$ cat src/include/coherence_defs.svh
// Build-time constants for the two-processor MESI snooping subsystem
// Sizes the processor ports, the line stores and the memory timing
`ifndef COHERENCE_DEFS_SVH
`define COHERENCE_DEFS_SVH

`define N_CPUS      2   // Processor ports
`define ADDR_W      16  // Byte address width
`define LINE_WORDS  2   // 32-bit words per line
`define N_SETS      4   // Sets per line store
`define MEM_LATENCY 3   // Memory strobe to done, in cycles

`endif

$ cat src/source/coherence_pkg.sv
// MESI coherence types
// Line state and coherency unit FSM state shared across the subsystem
package coherence_pkg;

    typedef enum logic [1:0] {
        MODIFIED,
        EXCLUSIVE,
        SHARED,
        INVALID
    } mesi_t;

    typedef enum logic [2:0] {
        IDLE,
        WRITE_REQ,
        READ_REQ,
        RESP_CHKTAG,
        RESP_SEND,
        WRITEBACK
    } cu_state_t;

endpackage

$ cat src/source/line_store.sv
// Direct-mapped line store
// Tag, MESI state and data per set, read combinationally from a processor
// side and a snoop side; fills, word writes and snoop downgrades update it
`timescale 1ns/100ps
`include "coherence_defs.svh"

module line_store
    import coherence_pkg::*;
(
    input  logic                      CLK,
    input  logic                      nRST,
    input  logic [`ADDR_W-1:0]        lookup_addr,
    output logic                      hit,
    output mesi_t                     state,
    output logic [`LINE_WORDS*32-1:0] line,
    output logic [`ADDR_W-1:0]        victim_addr,
    input  logic                      write_word,
    input  logic [31:0]               word_data,
    input  logic                      fill,
    input  logic [`LINE_WORDS*32-1:0] fill_line,
    input  mesi_t                     fill_state,
    input  logic                      snoop_req,
    input  logic [`ADDR_W-1:0]        snoop_addr,
    output logic                      snoop_hit,
    output logic                      snoop_dirty,
    output logic [`LINE_WORDS*32-1:0] snoop_line,
    input  logic                      snoop_set_state,
    input  mesi_t                     snoop_state
);
    localparam WORD_W = $clog2(`LINE_WORDS);
    localparam OFF_W  = 2 + WORD_W;
    localparam IDX_W  = $clog2(`N_SETS);
    localparam TAG_W  = `ADDR_W - OFF_W - IDX_W;

    logic [TAG_W-1:0]          tag_mem   [`N_SETS];
    mesi_t                     state_mem [`N_SETS];
    logic [`LINE_WORDS*32-1:0] data_mem  [`N_SETS];

    logic [IDX_W-1:0]  idx;
    logic [IDX_W-1:0]  sidx;
    logic [TAG_W-1:0]  ltag;
    logic [TAG_W-1:0]  stag;
    logic [WORD_W-1:0] word;

    assign idx  = lookup_addr[OFF_W +: IDX_W];
    assign ltag = lookup_addr[`ADDR_W-1 -: TAG_W];
    assign word = lookup_addr[2 +: WORD_W];
    assign sidx = snoop_addr[OFF_W +: IDX_W];
    assign stag = snoop_addr[`ADDR_W-1 -: TAG_W];

    assign state       = state_mem[idx];  // Raw set state, also the victim state
    assign hit         = (state_mem[idx] != INVALID) && (tag_mem[idx] == ltag);
    assign line        = data_mem[idx];
    assign victim_addr = {tag_mem[idx], idx, {OFF_W{1'b0}}};

    assign snoop_hit   = snoop_req && (state_mem[sidx] != INVALID) && (tag_mem[sidx] == stag);
    assign snoop_dirty = snoop_hit && (state_mem[sidx] == MODIFIED);
    assign snoop_line  = data_mem[sidx];

    always_ff @(posedge CLK or negedge nRST) begin
        if (!nRST) begin
            for (int i = 0; i < `N_SETS; i++) begin
                state_mem[i] <= INVALID;
            end
        end else if (fill) begin
            state_mem[idx] <= fill_state;
        end else if (write_word) begin
            state_mem[idx] <= MODIFIED;  // Silent E to M
        end else if (snoop_set_state && snoop_hit) begin
            state_mem[sidx] <= snoop_state;
        end
    end

    always_ff @(posedge CLK) begin
        if (fill) begin
            tag_mem[idx]  <= ltag;
            data_mem[idx] <= fill_line;
        end else if (write_word) begin
            data_mem[idx][word*32 +: 32] <= word_data;
        end
    end

endmodule

$ cat config.mk
export PLATFORM = sky130hd
export DESIGN_NAME = line_store
export DESIGN_NICKNAME = d
export VERILOG_FILES = /design/src/source/coherence_pkg.sv /design/src/source/line_store.sv
export VERILOG_INCLUDE_DIRS = /design/src /design/src/include
export SDC_FILE = /design/constraint.sdc
export NUM_CORES = 1
export LEC_CHECK = 0
export ABC_AREA = 1
export CAP_MARGIN = 20
export CELL_PAD_IN_SITES_DETAIL_PLACEMENT = 1
export CELL_PAD_IN_SITES_GLOBAL_PLACEMENT = 1
export CORE_ASPECT_RATIO = 1.4
export CORE_MARGIN = 10
export CORE_UTILIZATION = 56
export CTS_BUF_LIST = sky130_fd_sc_hd__clkbuf_2 sky130_fd_sc_hd__clkbuf_4 sky130_fd_sc_hd__clkbuf_8
export DETAILED_ROUTE_END_ITERATION = 8
export DONT_BUFFER_PORTS = 1
export GPL_TIMING_DRIVEN = 0
export PLACE_DENSITY = 0.94
export SYNTH_ARGS = -nofsm -noshare
export SYNTH_HDL_FRONTEND = slang
export SYNTH_SLANG_ARGS = --single-unit
$ cat constraint.sdc
create_clock -name CLK -period 7.4 [get_ports CLK]
set_input_delay 2.22 -clock CLK [delete_from_list [all_inputs] [get_ports CLK]]
set_output_delay 2.22 -clock CLK [all_outputs]
set_load 0.02 [all_outputs]
==> summary.txt <==
Clocking
  • CTS tree: built
  • Clock Tree Buf Depth: 3
  • Worst-Skew Late Latency: 600 ps
  • Post-CTS Setup Repair Bufs: 0
  • CTS Buf Count: 47
  • CTS clock-pin slew for the worst setup and hold paths: 60 ps
  • H-tree depth: 2
  • Clk Tree Root Cell: clkbuf_8
  • Hold-fix buffers, CTS: 0
  • Sink Count: 308
  • Resized Gates After CTS: 0

Synthesis
  • Largest family of logic cells by synthesized area: compound AO/OA/AOI/OAI gates
  • Flops & latches, synth: 308
  • XOR/XNOR Fraction of Synth Area: 0.364%
  • Simple-gate share of the synthesized area: 9.26%
  • Post-synthesis mux area share: 0%
  • Synth unique cells: 31
  • YS warnings: 0
  • Post-synthesis sequential area ratio: 63.9%
  • Mapped Avg Cell Area: 11.1 um2
  • Synth Area in Compound Gates: 18.3%
  • Post-Syn Instances: 1296
  • Cell Area, Synth: 0.0144 mm2
  • Post-Synth Adder-Cell Area: 0%

Timing
  • Min Tclk post-route: 7000 ps
  • Worst hold slack: 478 ps
  • RSZ-0062 raised after global routing: false
  • Max Fclk: 0.143 GHz
  • Tcrit/Tclk final: 94.6%
  • Setup total negative slack: 0 ps
  • Max-slew violation count: 0
  • Relative slew slack: 43.7%
  • Final setup violation count: 0
  • Final Hold Vio Count: 0
  • Worst Skew: 36.6 ps
  • Worst slew pin tran: 835 ps

Placed design
  • Hpwl dp: 38400 um
  • Port buffer count: 0
  • Placed Cells: 1629
  • Routability Congestion: 0.917

Global routing
  • Global route overflow: 0
  • Initial antenna violation count: 4
  • Gr usage total: 31.2%
  • Largest net degree at the start of global routing: 24
  • Global-route wire length before repair: 77500 um
  • Vias in the first global route: 12200

Route
  • DRC errors left: 0
  • Final wirelength: 52500 um
  • DRT Pass-1 Iters: 5
  • Via density: 6.74
  • Vias after detailed routing: 11600
  • Wire per inst: 30.6 um
  • Initial DRC count: 993
  • Final ANT Viol Nets: 0

Pwr
  • Final Power: 4.03 mW
  • Pwr dens: 252 mW/mm2
  • P_leak: 6.18 nW
  • Max IR drop VDD: 0.209 mV

Finish
  • Multi-input logic area: 0.00410 mm2
  • Final Non-Filler Cells: 1717
  • Area growth, synth to finish: 10.9%
  • Final core utilization: 63.0%
  • Sequential standard cell area: 0.00922 mm2
  • Share of cells above drive strength 1: 9.25%
  • Fillers: 2667
  • Nets: 1497

Floorplanning
  • Initial Utilization: 56.8%
  • Chip height: 210 um
  • Die area: 0.0327 mm2
  • CORE AREA: 0.0254 mm2
  • Row cnt: 69
  • Die width: 156 um
  • Number of I/O pins: 287

Critical path
  • Worst Setup Path Type: input port to output pin
  • Reg2Reg Depth: 13
  • Max Fanout on Critical Path: 10
  • R2R Setup Slk: 5450 ps
  • Worst setup SP type: input port
  • CP arrival: 4780 ps
  • Crit. End Element: output pin
  • Worst path required time: 5180 ps

Run status
  • Outcome: finished, final reports clean

Hold path
  • Hold depth: 2
  • Hold Crit Class: register to register

Flow run
  • Max-cap violations: 0
## layer usage
| metal | track usage [%] | wire (um) | vias to the layer above |
|---|---|---|---|
| li1 | - | - | 4908 |
| met1 | 34.2 | 17300 | 5725 |
| met2 | 54.2 | 27000 | 760 |
| met3 | 8.27 | 5430 | 172 |
| met4 | 15.7 | 2790 | 2 |
| met5 | 0 | 12 | - |
## area by class of cell
type                       instances  share of cell area, %
sequential                       308                   57.6
multi-input combinational        699                   25.7
clock buffer                      62                   4.90
inverter                         207                   4.86
tap                              319                   2.49
buffer                            84                   2.45
timing repair buffer              12                   1.33
clock inverter                    22                  0.626
antenna                            4                 0.0626
## registers in the layout, indices dropped and copies added (netlist names)
register and flops:
state_mem 8, data_mem 256, tag_mem 44
## cells in the mapped netlist
| master | instances | area, um2 |
|---|---|---|
| conb_1 | 1 | 3.75 |
| nand3_1 | 37 | 185 |
| buf_6 | 4 | 45.0 |
| nor2_1 | 38 | 143 |
| nand3b_1 | 3 | 22.5 |
| dfstp_2 | 8 | 210 |
| clkbuf_1 | 52 | 195 |
| buf_2 | 13 | 65.1 |
| o311ai_0 | 4 | 35.0 |
| nor2_2 | 2 | 12.5 |
| xor2_1 | 1 | 8.76 |
| a22o_1 | 1 | 8.76 |
| inv_2 | 4 | 15.0 |
| o22ai_1 | 4 | 25.0 |
| edfxtp_1 | 300 | 9010 |
| a221oi_1 | 1 | 8.76 |
| nand4_1 | 3 | 18.8 |
| nor3_1 | 2 | 10.0 |
| a21oi_1 | 7 | 35.0 |
| o21ai_0 | 65 | 325 |
| clkinv_1 | 1 | 3.75 |
| buf_1 | 7 | 26.3 |
| o211ai_1 | 1 | 7.51 |
| a22oi_1 | 140 | 1050 |
| xnor2_1 | 5 | 43.8 |
| nand2_2 | 1 | 6.26 |
| buf_4 | 8 | 60.1 |
| o221ai_1 | 130 | 1140 |
| inv_1 | 202 | 758 |
| o2111ai_1 | 1 | 8.76 |
| nand2_1 | 250 | 938 |
## cell usage in the layout (no fill, tap or decap), types with 5 or more instances in the layout
| cell type | instances |
|---|---|
| clkbuf_8 | 51 |
| a22oi_1 | 140 |
| clkbuf_4 | 11 |
| buf_6 | 6 |
| nor2_4 | 8 |
| buf_12 | 6 |
| o21ai_0 | 65 |
| clkinv_1 | 16 |
| nand2_1 | 250 |
| buf_1 | 7 |
| buf_2 | 13 |
| o221ai_1 | 130 |
| inv_1 | 202 |
| clkbuf_1 | 52 |
| nor2_1 | 30 |
| buf_4 | 10 |
| edfxtp_1 | 300 |
| xnor2_1 | 5 |
| dfstp_2 | 8 |
| nand3_1 | 37 |
| a21oi_1 | 7 |
## metrics by stage
stage / cell area (um2) / setup WS [ps]
2_1_floorplan: 14400 / 1430
3_3_place_gp: 14800 / 505
4_1_cts: 16000 / 512
5_1_grt: 16000 / 351
6_report: 16000 / 403
3_5_place_dp: 15100 / 521
## worst max-delay path: stages
cell	delay (ps)
inv_1	30
nor2_1	470
clkinv_1	490
clkbuf_1	480
clkbuf_1	400
o221ai_1	690
## power by group
group	leakage (nW)	switching, mW	internal [mW]
Sequential	2.82	0.0506	2.04
Clock	0.461	0.666	0.690
Combinational	2.90	0.449	0.129
## final timing paths
kind | start | to
worst max-delay path | lookup_addr[4] | line[36]
worst min-delay path | state_mem[4]$_DFFE_PN1P_ | state_mem[4]$_DFFE_PN1P_
worst max register to register | tag_mem[3][0]$_DFFE_PP_ | state_mem[5]$_DFFE_PN1P_
worst min register to register | state_mem[4]$_DFFE_PN1P_ | state_mem[4]$_DFFE_PN1P_
max in group asynchronous | nRST | state_mem[1]$_DFFE_PN1P_
min in group asynchronous | nRST | state_mem[6]$_DFFE_PN1P_
## kinds of logic after synthesis
family                 after synthesis
flip-flops                         308
AO/OA/AOI/OAI                      354
XOR/XNOR                             6
buffers and inverters              291
AND/OR/NAND/NOR                    336
other                                1
Power figures use the tool's default switching activity.
