### config.mk
export PLATFORM = sky130hd
export DESIGN_NAME = bus_controller
export DESIGN_NICKNAME = d
export VERILOG_FILES = /design/src/source/bus_controller.sv
export VERILOG_INCLUDE_DIRS = /design/src /design/src/include
export SDC_FILE = /design/constraint.sdc
export NUM_CORES = 1
export LEC_CHECK = 0
export BUFFER_PORTS_ARGS = -buffer_cell sky130_fd_sc_hd__buf_2
export CAP_MARGIN = 20
export CORE_AREA = 2 2 243 245
export CTS_BUF_LIST = sky130_fd_sc_hd__clkbuf_8
export DETAILED_ROUTE_END_ITERATION = 10
export DIE_AREA = 0 0 245 247
export GPL_TIMING_DRIVEN = 0
export PLACE_DENSITY = 0.42
export SYNTH_ARGS = -nofsm -noshare
export SYNTH_HDL_FRONTEND = slang
export SYNTH_SLANG_ARGS = --single-unit
### constraint.sdc
create_clock -name CLK -period 6.9 [get_ports CLK]
set_input_delay 1.035 -clock CLK [delete_from_list [all_inputs] [get_ports CLK]]
set_output_delay 1.035 -clock CLK [all_outputs]
set_load 0.1 [all_outputs]
### src/include/coherence_defs.svh
// Build-time constants for the two-processor MESI snooping subsystem
// Sizes the processor ports, the line stores and the memory timing
`ifndef COHERENCE_DEFS_SVH
`define COHERENCE_DEFS_SVH

`define N_CPUS      2   // Processor ports
`define ADDR_W      16  // Byte address width
`define LINE_WORDS  2   // 32-bit words per line
`define N_SETS      4   // Sets per line store
`define MEM_LATENCY 3   // Memory strobe to done, in cycles

`endif

### src/source/bus_controller.sv
// Snooping bus controller
// Grants one coherency unit at a time, broadcasts the snoop to the others,
// collects their replies and moves whole lines to and from main memory
`timescale 1ns/100ps
`include "coherence_defs.svh"

module bus_controller (
    input  logic                                    CLK,
    input  logic                                    nRST,
    input  logic [`N_CPUS-1:0]                      bus_ren,
    input  logic [`N_CPUS-1:0]                      bus_rdx,
    input  logic [`N_CPUS-1:0]                      bus_wb,
    input  logic [`N_CPUS-1:0][`ADDR_W-1:0]         bus_addr,
    input  logic [`N_CPUS-1:0][`LINE_WORDS*32-1:0]  bus_store,
    output logic [`N_CPUS-1:0]                      dwait,
    output logic [`N_CPUS-1:0][`LINE_WORDS*32-1:0]  dload,
    output logic [`N_CPUS-1:0]                      exclusive,
    output logic [`N_CPUS-1:0]                      ccwait,
    output logic [`N_CPUS-1:0][`ADDR_W-1:0]         snoop_addr,
    output logic [`N_CPUS-1:0]                      snoop_inv,
    input  logic [`N_CPUS-1:0]                      snoop_done,
    input  logic [`N_CPUS-1:0]                      snoop_hit,
    input  logic [`N_CPUS-1:0]                      snoop_dirty,
    input  logic [`N_CPUS-1:0][`LINE_WORDS*32-1:0]  snoop_line,
    output logic                                    mem_ren,
    output logic                                    mem_wen,
    output logic [`ADDR_W-1:0]                      mem_addr,
    output logic [`LINE_WORDS*32-1:0]               mem_wdata,
    input  logic [`LINE_WORDS*32-1:0]               mem_rdata,
    input  logic                                    mem_done
);
    localparam CPU_W = (`N_CPUS > 1) ? $clog2(`N_CPUS) : 1;

    typedef enum logic [2:0] {PH_IDLE, PH_SNOOP, PH_FLUSH, PH_MEM, PH_REPLY} phase_t;

    phase_t                    phase;
    logic [CPU_W-1:0]          grant;
    logic [CPU_W-1:0]          pick;
    logic [`N_CPUS-1:0]        req;
    logic [`N_CPUS-1:0]        others;   // Every CPU but the granted one
    logic [`N_CPUS-1:0]        fresh;    // Snoop replies not yet recorded
    logic [`N_CPUS-1:0]        seen_q;
    logic [`N_CPUS-1:0]        hit_q;
    logic [`N_CPUS-1:0]        dirty_q;
    logic                      all_seen;
    logic                      rdx_q;
    logic [`ADDR_W-1:0]        addr_q;
    logic [`LINE_WORDS*32-1:0] data_q;

    always_comb begin
        req  = bus_ren | bus_rdx | bus_wb;
        pick = '0;
        for (int i = `N_CPUS-1; i >= 0; i--) begin  // Lowest number wins
            if (req[i]) begin
                pick = CPU_W'(i);
            end
        end
        for (int i = 0; i < `N_CPUS; i++) begin
            others[i] = (CPU_W'(i) != grant);
        end
    end

    assign fresh    = snoop_done & others & ~seen_q;
    assign all_seen = &(seen_q | fresh | ~others);

    always_ff @(posedge CLK or negedge nRST) begin
        if (!nRST) begin
            phase   <= PH_IDLE;
            grant   <= '0;
            rdx_q   <= 1'b0;
            seen_q  <= '0;
            hit_q   <= '0;
            dirty_q <= '0;
        end else begin
            case (phase)
                PH_IDLE: begin
                    if (|req) begin
                        grant   <= pick;
                        rdx_q   <= bus_rdx[pick];
                        seen_q  <= '0;
                        hit_q   <= '0;
                        dirty_q <= '0;
                        phase   <= bus_wb[pick] ? PH_FLUSH : PH_SNOOP;  // Write-back skips snoop
                    end
                end
                PH_SNOOP: begin
                    seen_q  <= seen_q | fresh;
                    hit_q   <= hit_q | (fresh & snoop_hit);
                    dirty_q <= dirty_q | (fresh & snoop_dirty);
                    if (all_seen) begin
                        phase <= (|(dirty_q | (fresh & snoop_dirty))) ? PH_FLUSH : PH_MEM;
                    end
                end
                PH_FLUSH,
                PH_MEM: begin
                    if (mem_done) begin
                        phase <= PH_REPLY;
                    end
                end
                default: phase <= PH_IDLE;  // Reply lasts one cycle
            endcase
        end
    end

    always_ff @(posedge CLK) begin
        if (phase == PH_IDLE && |req) begin
            addr_q <= bus_addr[pick];
            data_q <= bus_store[pick];
        end else if (phase == PH_SNOOP) begin
            for (int i = 0; i < `N_CPUS; i++) begin
                if (fresh[i] && snoop_dirty[i]) begin
                    data_q <= snoop_line[i];  // Dirty supplier's line
                end
            end
        end else if (phase == PH_MEM && mem_done) begin
            data_q <= mem_rdata;
        end
    end

    always_comb begin
        for (int i = 0; i < `N_CPUS; i++) begin
            ccwait[i]     = (phase == PH_SNOOP) && others[i] && !seen_q[i];
            dwait[i]      = !((phase == PH_REPLY) && !others[i]);
            dload[i]      = data_q;
            exclusive[i]  = !(|hit_q);
            snoop_addr[i] = addr_q;
            snoop_inv[i]  = rdx_q;
        end
    end

    assign mem_wen   = (phase == PH_FLUSH);
    assign mem_ren   = (phase == PH_MEM);
    assign mem_addr  = addr_q;
    assign mem_wdata = data_q;

    a_one_dirty_supplier: assert property (@(posedge CLK) disable iff (!nRST)
        $onehot0(snoop_dirty));

    a_grant_held: assert property (@(posedge CLK) disable iff (!nRST)
        phase != PH_IDLE |-> req[grant]);  // A snooped requester would drop it

endmodule

==> results.txt <==
Status -> finished, final reports clean
Layout Cells excl Fill -> 2038
CP Buf/Inv Count -> 4
CP Class -> primary input to register
CP required -> 7.08 ns
Fin util -> 18.8%
Starting Density -> 11.2%
Initial DRC count -> 381
Die X -> 245 um
Flop2flop setup slack -> 3.68 ns
Critical path peak fanout -> 10
Max_cap viols -> 0
Gp weighted congestion -> 0.826
Pin count of the biggest net entering global routing -> 27
Reg-to-reg critical path endpoint -> mem_wdata[42]
Relative slew slack -> 44.5%
Clk slew on worst S/H paths -> 0.12 ns
Register bit total from synthesis -> 91
FF-to-FF path depth -> 8
Inst Count DP -> 2020
HPWL Detailed -> 29000 um
Sink Count -> 91
Post-CTS Hold Buffers -> 0
Clk_skew -> 0.0235 ns
Die ar. -> 60500 sq um
Post_cts resized -> 0
Post-CTS Setup Bufs -> 0
# IOs -> 617
Slew @ Worst Pin -> 0.830 ns
Total GRT Usage -> 10.6%
Max stage delay on crit path -> 0.50 ns
Synth cell types -> 37
Wire length per cell -> 17.0 um
Syn Inst Count -> 626
Grt ovf -> 0
Die Y -> 247 um
Port bufs -> 616
Routed wire length -> 34600 um
Max-slew violation count -> 0
Clock root cell -> clkbuf_8
Post-layout minimum cycle time -> 3.34 ns
CP endpoint kind -> register
Latest clock arrival within the worst-skew pair -> 0.44 ns
CTS tree -> built
Via count -> 7182
Vias in the first global route -> 6825
Longest Clk Path Bufs -> 2
Final Cycle Share -> 48.4%
First-pass GRT wire length -> 45400 um
CP Cell Sequence -> buf_2 -> nor4bb_1 -> buf_2 -> buf_2 -> buf_4 -> mux2_1 -> a222oi_1 -> nand2_1
Layout cells sized above 1 -> 69.0%
Crit-path leading delay family -> buffers and inverters
Area of the core -> 58200 sq um
Mapped Avg Cell Area -> 10.5 sq um
Final setup vio count -> 0
Core Rows -> 89
Syn. warnings -> 0
Net count, final -> 1625
Startpoint Class -> primary input
Cell area after synthesis -> 6540 sq um
Critical Path AT -> 3.52 ns
Fmax -> 299 MHz
Via-to-Cell Ratio -> 3.52
Sequential share of the synthesized area -> 40.9%
Number of nets with antenna violations after routing -> 0
Pre-antenna DRT Iters -> 6
Synth-to-Final Area Change -> 67.0%
DRC errors left -> 0
Initial antenna violation count -> 3
Worst Hold Class -> primary input to asynchronous set/reset pin
Worst-path cell with the longest stage delay -> buf_2
CTS buffer count -> 9
Final Hold Viols -> 0
Synth Net Count -> 993
Worst R2R Start -> grant
Unrepaired setup endpoints after global routing -> false
CP dominant cell by count -> buf_2
H-tree depth -> 3
Yosys cell counts, drive strengths merged:
| library cell | number | share of area, % |
|---|---|---|
| buf | 201 | 22 |
| nand2 | 128 | 7.3 |
| edfxtp | 80 | 37 |
| mux2 | 80 | 14 |
| a222oi | 63 | 9.6 |
| nor2 | 21 | 1.2 |
| dfrtp | 11 | 4.2 |
| a21oi | 6 | 0.52 |
| or3 | 5 | 0.48 |
| a31oi | 4 | 0.38 |
| nor3 | 4 | 0.55 |
| nand3 | 3 | 0.23 |
| inv | 2 | 0.11 |
| nand2b | 2 | 0.19 |
| o31ai | 2 | 0.31 |
| a211o | 1 | 0.13 |
| a21boi | 1 | 0.11 |
| a22oi | 1 | 0.11 |
| and4b | 1 | 0.15 |
| clkbuf | 1 | 0.057 |
| mux2i | 1 | 0.15 |
| nor4bb | 1 | 0.15 |
| o211ai | 1 | 0.19 |
| o221ai | 1 | 0.13 |
| o22ai | 1 | 0.096 |
| o32a | 1 | 0.15 |
| or2 | 1 | 0.096 |
| or3b | 1 | 0.17 |
| or4 | 1 | 0.11 |
metal layers:
metal | global-route usage (%) | vias to the layer above | share of wire (%) | wire length, um
li1 | - | 3425 | - | -
met2 | 18.2 | 369 | 50 | 17200
met5 | 0 | - | 0.038 | 13
met1 | 12.5 | 3351 | 40 | 13800
met4 | 4.18 | 2 | 2.5 | 868
met3 | 2.72 | 35 | 7.6 | 2620
kinds of logic after synthesis:
| family | after synthesis | share of synthesized area, % |
|---|---|---|
| AOI/OAI and AO/OA | 82 | 11.8 |
| and+or+nand+nor | 168 | 10.7 |
| muxes | 81 | 13.9 |
| buffers and inverters | 204 | 22.6 |
| DFF | 91 | 40.9 |
worst reg2reg max path, cell delays in order (launching register included):
cell      delay, ns
dfrtp_1        0.38
buf_2          0.17
nor4bb_1       0.36
buf_2          0.24
buf_2          0.50
buf_4          0.36
mux2_1         0.44
a222oi_1       0.36
nand2_1        0.16
how the worst max path moves through the flow:
stage / end / start / depth (start not counted) / slack (ns)
2_1_floorplan: mem_wdata[0] / phase[2] / 4 / 1.24
3_3_place_gp: mem_wdata[26] / snoop_dirty[1] / 5 / -2.40
3_5_place_dp: mem_wdata[42] / snoop_dirty[1] / 8 / 2.94
4_1_cts: mem_wdata[42] / snoop_dirty[1] / 8 / 3.48
5_1_grt: mem_wdata[33] / snoop_dirty[1] / 8 / 3.39
6_report: mem_wdata[42] / snoop_dirty[1] / 8 / 3.56
layout make-up:
class                   instances  area, sq um
flip-flops and latches         91         2680
plain buffers                 202         1470
fillers                      6550        47300
diodes                          2         5.00
well taps                     773          967
clock inverters                 7          106
repair buffers                621         3170
multi-input cells             331         2390
clock buffers                   9          124
inverters                       2         7.51
placed cells by master, fill, tap and decap left out, types with 3 or more instances in the layout:
cell        n
nand3_1     3
nand2_1   128
clkbuf_8    9
nor2_1     20
a21oi_1     5
buf_6       7
buf_4     168
edfxtp_1   80
mux2_1     56
a222oi_1   63
or3_1       5
buf_2     643
a31oi_1     4
mux2_2     24
dfrtp_1    11
flip-flops by register name, summed over array words and instances, names as in the netlist:
name	flops
mem_wdata	64
mem_addr	16
phase	3
dirty_q	2
hit_q	2
seen_q	2
grant	1
rdx_q	1
through the flow:
stage	setup TNS, ns	hold slack [ns]	area, sq um	worst slack, ns
floorplan	0	0.454	6540	1.24
global route	0	0.425	10900	3.39
detailed placement	0	0.478	10700	2.94
global placement	-152.80	0.476	10600	-2.40
finish	0	0.462	10900	3.56
CTS	0	0.404	10900	3.48
Power is left out: the tool's default activity adds up to more than one toggle a clock period on the data nets, which glitch-free logic cannot reach.
