**config.mk**
```make
export PLATFORM = sky130hd
export DESIGN_NAME = coherency_unit
export DESIGN_NICKNAME = d
export VERILOG_FILES = /design/src/source/coherence_pkg.sv /design/src/source/coherency_unit.sv
export VERILOG_INCLUDE_DIRS = /design/src /design/src/include
export SDC_FILE = /design/constraint.sdc
export NUM_CORES = 1
export LEC_CHECK = 0
export BUFFER_PORTS_ARGS = -buffer_cell sky130_fd_sc_hd__buf_2
export CAP_MARGIN = 40
export CELL_PAD_IN_SITES_DETAIL_PLACEMENT = 0
export CELL_PAD_IN_SITES_GLOBAL_PLACEMENT = 2
export CORE_AREA = 2 2 235 237
export DETAILED_ROUTE_END_ITERATION = 12
export DIE_AREA = 0 0 237 239
export PLACE_DENSITY_LB_ADDON = 0.1
export SLEW_MARGIN = 10
export SYNTH_ARGS = -nofsm -noshare
export SYNTH_HDL_FRONTEND = slang
export SYNTH_SLANG_ARGS = --single-unit
```
**constraint.sdc**
```tcl
create_clock -name CLK -period 1.9 [get_ports CLK]
set_clock_uncertainty 0.05 [all_clocks]
set_input_delay 0.285 -clock CLK [delete_from_list [all_inputs] [get_ports CLK]]
set_output_delay 0.285 -clock CLK [all_outputs]
set_load 0.005 [all_outputs]
```
**src/include/coherence_defs.svh**
```systemverilog
// Build-time constants for the two-processor MESI snooping subsystem
// Sizes the processor ports, the line stores and the memory timing
`ifndef COHERENCE_DEFS_SVH
`define COHERENCE_DEFS_SVH

`define N_CPUS      2   // Processor ports
`define ADDR_W      16  // Byte address width
`define LINE_WORDS  2   // 32-bit words per line
`define N_SETS      4   // Sets per line store
`define MEM_LATENCY 3   // Memory strobe to done, in cycles

`endif

```
**src/source/coherence_pkg.sv**
```systemverilog
// MESI coherence types
// Line state and coherency unit FSM state shared across the subsystem
package coherence_pkg;

    typedef enum logic [1:0] {
        MODIFIED,
        EXCLUSIVE,
        SHARED,
        INVALID
    } mesi_t;

    typedef enum logic [2:0] {
        IDLE,
        WRITE_REQ,
        READ_REQ,
        RESP_CHKTAG,
        RESP_SEND,
        WRITEBACK
    } cu_state_t;

endpackage

```
**src/source/coherency_unit.sv**
```systemverilog
// Per-processor MESI coherency unit
// Serves hits from the line store, takes misses, upgrades and victim
// write-backs to the shared bus, and answers snoops from other units
`timescale 1ns/100ps
`include "coherence_defs.svh"

module coherency_unit
    import coherence_pkg::*;
(
    input  logic                      CLK,
    input  logic                      nRST,
    input  logic                      ren,
    input  logic                      wen,
    input  logic [`ADDR_W-1:0]        addr,
    input  logic [31:0]               wdata,
    output logic [31:0]               rdata,
    output logic                      busy,
    output logic [`ADDR_W-1:0]        lookup_addr,
    input  logic                      hit,
    input  mesi_t                     line_state,
    input  logic [`LINE_WORDS*32-1:0] line,
    input  logic [`ADDR_W-1:0]        victim_addr,
    output logic                      write_word,
    output logic [31:0]               word_data,
    output logic                      fill,
    output logic [`LINE_WORDS*32-1:0] fill_line,
    output mesi_t                     fill_state,
    output logic                      ls_snoop_req,
    output logic [`ADDR_W-1:0]        ls_snoop_addr,
    input  logic                      ls_snoop_hit,
    input  logic                      ls_snoop_dirty,
    input  logic [`LINE_WORDS*32-1:0] ls_snoop_line,
    output logic                      snoop_set_state,
    output mesi_t                     snoop_state,
    output logic                      bus_ren,
    output logic                      bus_rdx,
    output logic                      bus_wb,
    output logic [`ADDR_W-1:0]        bus_addr,
    output logic [`LINE_WORDS*32-1:0] bus_store,
    input  logic                      dwait,
    input  logic [`LINE_WORDS*32-1:0] dload,
    input  logic                      exclusive,
    input  logic                      ccwait,
    input  logic [`ADDR_W-1:0]        snoop_addr,
    input  logic                      snoop_inv,
    output logic                      snoop_done,
    output logic                      snoop_hit,
    output logic                      snoop_dirty,
    output logic [`LINE_WORDS*32-1:0] snoop_line
);
    localparam WORD_W = $clog2(`LINE_WORDS);
    localparam OFF_W  = 2 + WORD_W;

    cu_state_t                 state;
    cu_state_t                 next_state;
    logic                      done_q;      // Local hit completes this cycle
    logic                      local_hit;
    logic [WORD_W-1:0]         word_sel;
    logic [`LINE_WORDS*32-1:0] merged;

    assign word_sel      = addr[2 +: WORD_W];
    assign lookup_addr   = addr;
    assign word_data     = wdata;
    assign ls_snoop_addr = snoop_addr;
    assign local_hit     = hit && (ren || line_state != SHARED);  // S needs an upgrade
    assign rdata = (state == READ_REQ) ? dload[word_sel*32 +: 32] : line[word_sel*32 +: 32];

    always_comb begin
        merged = dload;
        merged[word_sel*32 +: 32] = wdata;  // Written word over the fetched line
    end

    always_ff @(posedge CLK or negedge nRST) begin
        if (!nRST) begin
            state  <= IDLE;
            done_q <= 1'b0;
        end else begin
            state  <= next_state;
            done_q <= (state == IDLE) && !done_q && !ccwait && (ren || wen) && local_hit;
        end
    end

    always_comb begin
        next_state      = state;
        busy            = 1'b1;
        write_word      = 1'b0;
        fill            = 1'b0;
        fill_line       = dload;
        fill_state      = INVALID;
        ls_snoop_req    = 1'b0;
        snoop_set_state = 1'b0;
        snoop_state     = INVALID;
        bus_ren         = 1'b0;
        bus_rdx         = 1'b0;
        bus_wb          = 1'b0;
        bus_addr        = {addr[`ADDR_W-1:OFF_W], {OFF_W{1'b0}}};
        bus_store       = line;
        snoop_done      = 1'b0;
        snoop_hit       = 1'b0;
        snoop_dirty     = 1'b0;
        snoop_line      = ls_snoop_line;

        case (state)
            IDLE: begin
                busy = !done_q;
                if (!done_q) begin
                    if (ccwait) begin  // Snoops go first
                        next_state = RESP_CHKTAG;
                    end else if (ren || wen) begin
                        if (local_hit) begin
                            write_word = wen;
                        end else if (!hit && line_state == MODIFIED) begin
                            next_state = WRITEBACK;
                        end else begin
                            next_state = wen ? WRITE_REQ : READ_REQ;
                        end
                    end
                end
            end
            READ_REQ: begin
                bus_ren = 1'b1;
                if (ccwait) begin
                    next_state = RESP_CHKTAG;
                end else if (!dwait) begin
                    fill       = 1'b1;
                    fill_state = exclusive ? EXCLUSIVE : SHARED;
                    busy       = 1'b0;
                    next_state = IDLE;
                end
            end
            WRITE_REQ: begin  // I to M and S to M
                bus_rdx = 1'b1;
                if (ccwait) begin
                    next_state = RESP_CHKTAG;
                end else if (!dwait) begin
                    fill       = 1'b1;
                    fill_line  = merged;
                    fill_state = MODIFIED;
                    busy       = 1'b0;
                    next_state = IDLE;
                end
            end
            WRITEBACK: begin
                bus_wb   = 1'b1;
                bus_addr = victim_addr;
                if (ccwait) begin
                    next_state = RESP_CHKTAG;
                end else if (!dwait) begin
                    fill       = 1'b1;  // Drop the victim, request reissues from IDLE
                    fill_line  = line;
                    next_state = IDLE;
                end
            end
            RESP_CHKTAG: begin
                ls_snoop_req = 1'b1;
                if (ls_snoop_hit) begin
                    next_state = RESP_SEND;
                end else begin
                    snoop_done = 1'b1;
                    if (!ccwait) begin
                        next_state = IDLE;
                    end
                end
            end
            RESP_SEND: begin
                ls_snoop_req    = 1'b1;
                snoop_done      = 1'b1;
                snoop_hit       = 1'b1;
                snoop_dirty     = ls_snoop_dirty;
                snoop_set_state = 1'b1;
                snoop_state     = snoop_inv ? INVALID : SHARED;
                if (!ccwait) begin
                    next_state = IDLE;
                end
            end
            default: next_state = IDLE;
        endcase
    end

    a_reply_to_requester: assert property (@(posedge CLK) disable iff (!nRST)
        !dwait |-> (bus_ren || bus_rdx || bus_wb));

    a_no_snoop_in_reply: assert property (@(posedge CLK) disable iff (!nRST)
        !(ccwait && !dwait));  // A snoop here would lose the fill

endmodule

```
==> results.json, run 1 <==
{
  "status": "finished, violations left",
  "violations": "setup timing",
  "dp_cells": 1571,
  "vias": 6016,
  "viasPerCell": 3.69,
  "place_hpwl_um": 26600,
  "nets": 1211,
  "syn_inst": 600,
  "ctsLongestPathBuffers": 2,
  "cts_htree_levels": 1,
  "start_util_pct": 8.97,
  "hold_violations": 0,
  "yosysTopAreaCellShare_pct": 30.2,
  "numCtsBuffers": 3,
  "synth_seq_cells": 4,
  "detail-route-antenna-nets": 0,
  "antennaDiodeCount": 0,
  "cpPeakStageDelay_ps": 510,
  "p_clk_share_pct": 3.7,
  "fin_util_pct": 16.7,
  "worstPathRequired_ps": 1560,
  "clockRootBuffer": "clkbuf_16",
  "wirelength_um": 35100,
  "yosysWarnings": 0,
  "syn_to_final_growth_pct": 86.1,
  "clock-sinks": 4,
  "fmax_ghz": 0.429,
  "gp_congestion": 0.725,
  "synth-seq-area-share_pct": 2.05,
  "ys_types": 45,
  "grt_max_degree": 34,
  "dr.pass1.iters": 4,
  "drc": 0,
  "async_reset_ff_share_pct": 100,
  "finalCritPeriodShare_pct": 123,
  "end_kind": "output pin",
  "grt_overflow": 0,
  "design_area_um2": 9070,
  "critPathTopFamily": "multiplexers",
  "min_path_type": "input port to flop",
  "dr.first_iter.drc_count": 117,
  "grt_pass1_wl_um": 45100,
  "ff2ff_path_depth": 10,
  "switching_share_pct": 45.2,
  "startpoint_type": "flop",
  "portBuffers": 438,
  "crit_arrival_ps": 2000,
  "core_area_um2": 54300,
  "fin_cells": 1629,
  "path_cells": "or3b_4 -> clkinv_8 -> buf_12 -> mux4_2 -> buf_2",
  "wire_per_inst_um": 21.5,
  "crit_buf_inv": 3,
  "switchingPower_w": 0.00427,
  "dp_slack_ps": -305,
  "grt_pass1_vias": 6142,
  "synthTopCellsByArea": "buf_4 (30%), mux4_2 (15%), o22ai_1 (8.7%)",
  "num_rows": 86,
  "period_needed_ps": 2330,
  "rsz0062_at_grt": "yes",
  "io_pins": 604,
  "cts_tree": "built",
  "finalWorstSetupSlack_ps": -430,
  "finalMaxSlewViolations": 0,
  "netlist.top_cell.by_area": "buf_4",
  "p_per_area_nw_per_um2": 1040,
  "p_int_w": 0.00517,
  "clock_latency_ps": 230,
  "synth_edf_count": 0,
  "p_leak_nw": 4.09,
  "power.share.sequential_pct": 1.6,
  "path_depth": 5,
  "combPwrFrac_pct": 94.7,
  "syn_area_um2": 4870,
  "synth.most_common_cell": "buf_4",
  "synthTopCellsByCount": "buf_4 (196), o22ai_1 (68), nand2_1 (49)",
  "placed_area_um2": 7060,
  "synth_ff_type": "dfrtp_1",
  "grtUsageTotal_pct": 11.0,
  "die_h_um": 239,
  "cap_viol_max_count": 0,
  "drive_gt1_share_pct": 85.6,
  "worst_path_max_delay_cell": "mux4_2",
  "synth_nets": 885,
  "critPathKind": "flop to output pin",
  "setup_viol": 121,
  "die_x_um": 237,
  "dieArea_um2": 56600,
  "antenna_found_initial": 1,
  "clk_pin_slew_ps": 40,
  "vdd_ir_drop_max_mv": 0.340,
  "avgSynthCellArea_um2": 8.12,
  "holdPathStages": 2,
  "cp_max_fo": 8
}
-- flip-flops by register name, indices dropped and copies added (netlist names) --
register and count:
done_q 1, state 3
-- stage by stage --
stage	power [W]	hold slack (ps)	TNS (ps)
floorplan	0.00327	-60.6	-36.4
global placement	0.00641	55.1	-21290
detailed placement	0.00630	55.5	-22030
CTS	0.00846	324	-41790
global route	0.0101	309	-45250
finish	0.00943	302	-36850
-- worst register-to-register path, cell delays in order (launching register included) --
cell	delay (ps)
dfrtp_1	380
buf_6	130
buf_8	110
nor2b_4	130
buf_12	130
buf_12	140
buf_4	140
buf_6	120
and2_1	150
o22ai_2	140
o21ai_1	100
-- cell usage in the layout, fill, tap and decap left out, drive strengths merged, types with 6 or more instances in the layout --
cell type,netlist,layout
clkbuf,17,10
buf,222,553
o22ai,86,86
a22oi,10,10
mux2,55,55
nand2,49,49
nor2,7,7
a21oi,48,48
nor3,6,6
a32oi,10,10
o21ai,10,10
mux4,32,32
-- kinds of logic (layout without fill, tap and decap cells) --
group | count (synthesis) | after routing | synth area share (%)
AND/OR/NAND/NOR | 89 | 89 | 9.32
flip-flops | 4 | 4 | 2.05
AO/OA/AOI/OAI | 171 | 171 | 23.8
multiplexers | 90 | 90 | 29.5
buffers and inverters | 245 | 570 | 35.3
other | 1 | 1 | 0.0769
-- power by group through the flow --
stage                     combinational [W]  sequential [W]  clock (W)
final                               0.00893        0.000149   0.000350
after global routing                0.00959        0.000152   0.000368
after CTS                           0.00796        0.000147   0.000354
after detailed placement            0.00615        0.000145          0
after global placement              0.00626        0.000145          0
after floorplan                     0.00313        0.000138          0
-- metal layers --
layer  share of wire (%)  up-vias  GRT usage (%)
met5                   0        -              0
met2                  53      348           21.2
met1                  39     2922           12.4
li1                    -     2710              -
met3                 5.9       36           2.24
met4                 1.4        0           1.78
-- area by class of cell --
class                      count  area [µm²]
clock buffer                   4        78.8
fill                        6160       45300
inverter                       6        37.5
multi-input combinational    351        3940
sequential                     4         101
tap                          704         881
timing repair buffer         560        4040
-- worst paths after layout --
kind,from,to,slack [ps]
min in group asynchronous,nRST,done_q,410
max in group asynchronous,nRST,state[2],1240
setup / recovery,state[0],rdata[3],-430
setup reg to reg,state[0],state[1],50
hold / removal,hit,done_q,300
hold reg to reg,done_q,done_q,540
-- what timing repair did --
action,in CTS,in global routing
setup endpoints to repair,122,126
cloned,8,6
setup buffers,23,24
pin swaps,31,86
endpoints found under the hold margin,4,0
hold buffers,1,0
gates resized for setup,110,162
No activity file was read; power rests on OpenSTA's default activity.
==> run 2, diff against run 1 <==
--- a/config.mk
+++ b/config.mk
@@ -13,7 +13,7 @@
 export CORE_AREA = 2 2 235 237
 export DETAILED_ROUTE_END_ITERATION = 12
 export DIE_AREA = 0 0 237 239
-export PLACE_DENSITY_LB_ADDON = 0.1
+export PLACE_DENSITY = 0.67
 export SLEW_MARGIN = 10
 export SYNTH_ARGS = -nofsm -noshare
 export SYNTH_HDL_FRONTEND = slang
==> run 2 against run 1 <==
Against the previous run:
- die area unchanged
- setup slack worse by 64 ps
- non-clock buffer count up 2
- combinational power up 5.2%
- hold slack worse by 4.7 ps
- clock power up 2%
- critical endpoint is now rdata[30]
- first-iteration DRC count up 100%
- power up 5.0%
- via count up 5.4%
- core utilization up 0.37 points
- maximum frequency down 2.7%
- the run still ends with setup timing left
==> results.json, run 2 (synthesis gave the netlist of run 1 again) <==
{
  "grt_pass1_vias": 6300,
  "grt_pass1_wl_um": 49500,
  "finalWorstSetupSlack_ps": -495,
  "hold_violations": 0,
  "fmax_ghz": 0.418,
  "dr.first_iter.drc_count": 235,
  "fin_cells": 1632,
  "wirelength_um": 37500,
  "portBuffers": 438,
  "numCtsBuffers": 3,
  "slew_headroom_pct": 64.3,
  "startpoint_type": "flop",
  "clock-sinks": 4,
  "ctsLongestPathBuffers": 2,
  "grtUsageTotal_pct": 12.3,
  "setup_viol": 122,
  "worstPathRequired_ps": 1560,
  "finalCritPeriodShare_pct": 126,
  "cp_max_fo": 7,
  "min_path_type": "input port to flop",
  "start_util_pct": 8.97,
  "cts_tree": "built",
  "design_area_um2": 9270,
  "dr.pass1.iters": 4,
  "clk_pin_slew_ps": 40,
  "top_register": "state",
  "wire_per_inst_um": 23.0,
  "die_x_um": 237,
  "core_area_um2": 54300,
  "clockRootBuffer": "clkbuf_16",
  "detail-route-antenna-nets": 0,
  "mostFrequentLayoutCell": "buf_2",
  "cts_htree_levels": 1,
  "nets": 1213,
  "syn_to_final_growth_pct": 90.1,
  "vdd_ir_drop_max_mv": 0.547,
  "status": "finished, violations left",
  "antenna_found_initial": 3,
  "place_hpwl_um": 26600,
  "final_cell_mix": "buf_2 (409), buf_6 (54), buf_4 (46)",
  "drc": 0,
  "finalMaxSlewViolations": 0,
  "crit_arrival_ps": 2060,
  "cap_viol_max_count": 0,
  "clock_latency_ps": 240,
  "placed_area_um2": 6890,
  "die_h_um": 239,
  "io_pins": 604,
  "period_needed_ps": 2390,
  "end_kind": "output pin",
  "viasPerCell": 3.88,
  "dieArea_um2": 56600,
  "gp_congestion": 0.855,
  "grt_max_degree": 24,
  "drive_gt1_share_pct": 87.3,
  "vias": 6339,
  "num_rows": 86,
  "top_regs": "state (3), done_q (1)",
  "p_leak_nw": 4.09,
  "critPathKind": "flop to output pin",
  "grt_overflow": 0,
  "worstMarginPinSlew_ps": 532,
  "violations": "setup timing",
  "rsz0062_at_grt": "yes",
  "dp_cells": 1567,
  "largest_reg_flops": 3,
  "p_per_area_nw_per_um2": 1070
}
## run 2: changes by cell type in the layout (fill, tap and decap cells not counted), sizes merged
cell,delta
diode,+1
bufbuf,+2
buf,+5
clkbuf,-5
## run 2: metrics by stage
stage | util (%) | total power (W) | TNS [ps] | hold slack (ps) | setup slack [ps]
floorplan | - | 0.00327 | -36.4 | -60.6 | -1.82
global placement | 12.7 | 0.00583 | -26240 | 49.7 | -422
detailed placement | 12.7 | 0.00583 | -26980 | 53.0 | -406
CTS | 16.2 | 0.00927 | -40010 | 294 | -542
global route | 17.1 | 0.0105 | -46350 | 310 | -553
finish | 17.1 | 0.00990 | -41190 | 297 | -495
## run 2: metal layers
metal	GRT usage (%)	share of wire [%]	routed length, µm
met5	0	0.019	7
met4	3.93	3.1	1170
met3	1.63	5.2	1960
met2	21.5	49	18500
met1	15.5	42	16000
## run 2: layout make-up
class | count | area (µm²)
Antenna cell | 1 | 2.50
Clock buffer | 4 | 78.8
Fill cell | 6148 | 45100
Inverter | 6 | 42.5
Multi-Input combinational cell | 351 | 4050
Sequential cell | 4 | 101
Tap cell | 704 | 881
Timing Repair Buffer | 562 | 4110
## run 2: final timing paths
kind / from / endpoint / cells past startpoint / slack [ps]
max: state[2] / rdata[30] / 6 / -490
min: ren / done_q / 3 / 300
max reg2reg: state[2] / state[1] / 5 / 120
min reg2reg: done_q / done_q / 1 / 470
max in group asynchronous: nRST / state[2] / 2 / 1270
min in group asynchronous: nRST / done_q / 2 / 380
## run 2: timing repair
action                                  in CTS  in global routing
setup buffers                               41                 17
hold endpoints to repair                     4                  0
hold buffers                                 1                  0
pin swaps                                   54                 68
cloned                                      17                  1
endpoints found under the setup margin     124                126
resized for setup                          225                118
## run 2: where the power goes
group          leakage [nW]  switching (W)  internal [W]
Combinational          4.00        0.00457       0.00482
Clock                0.0382      0.0000770      0.000279
Sequential           0.0496      0.0000359      0.000120
Total                  4.09        0.00468       0.00522
## run 2: critical path: stages (launching register included)
cell,delay (ps)
dfrtp_2,420
or3b_4,430
clkinv_8,120
buf_4,120
buf_4,100
mux4_2,480
buf_2,140
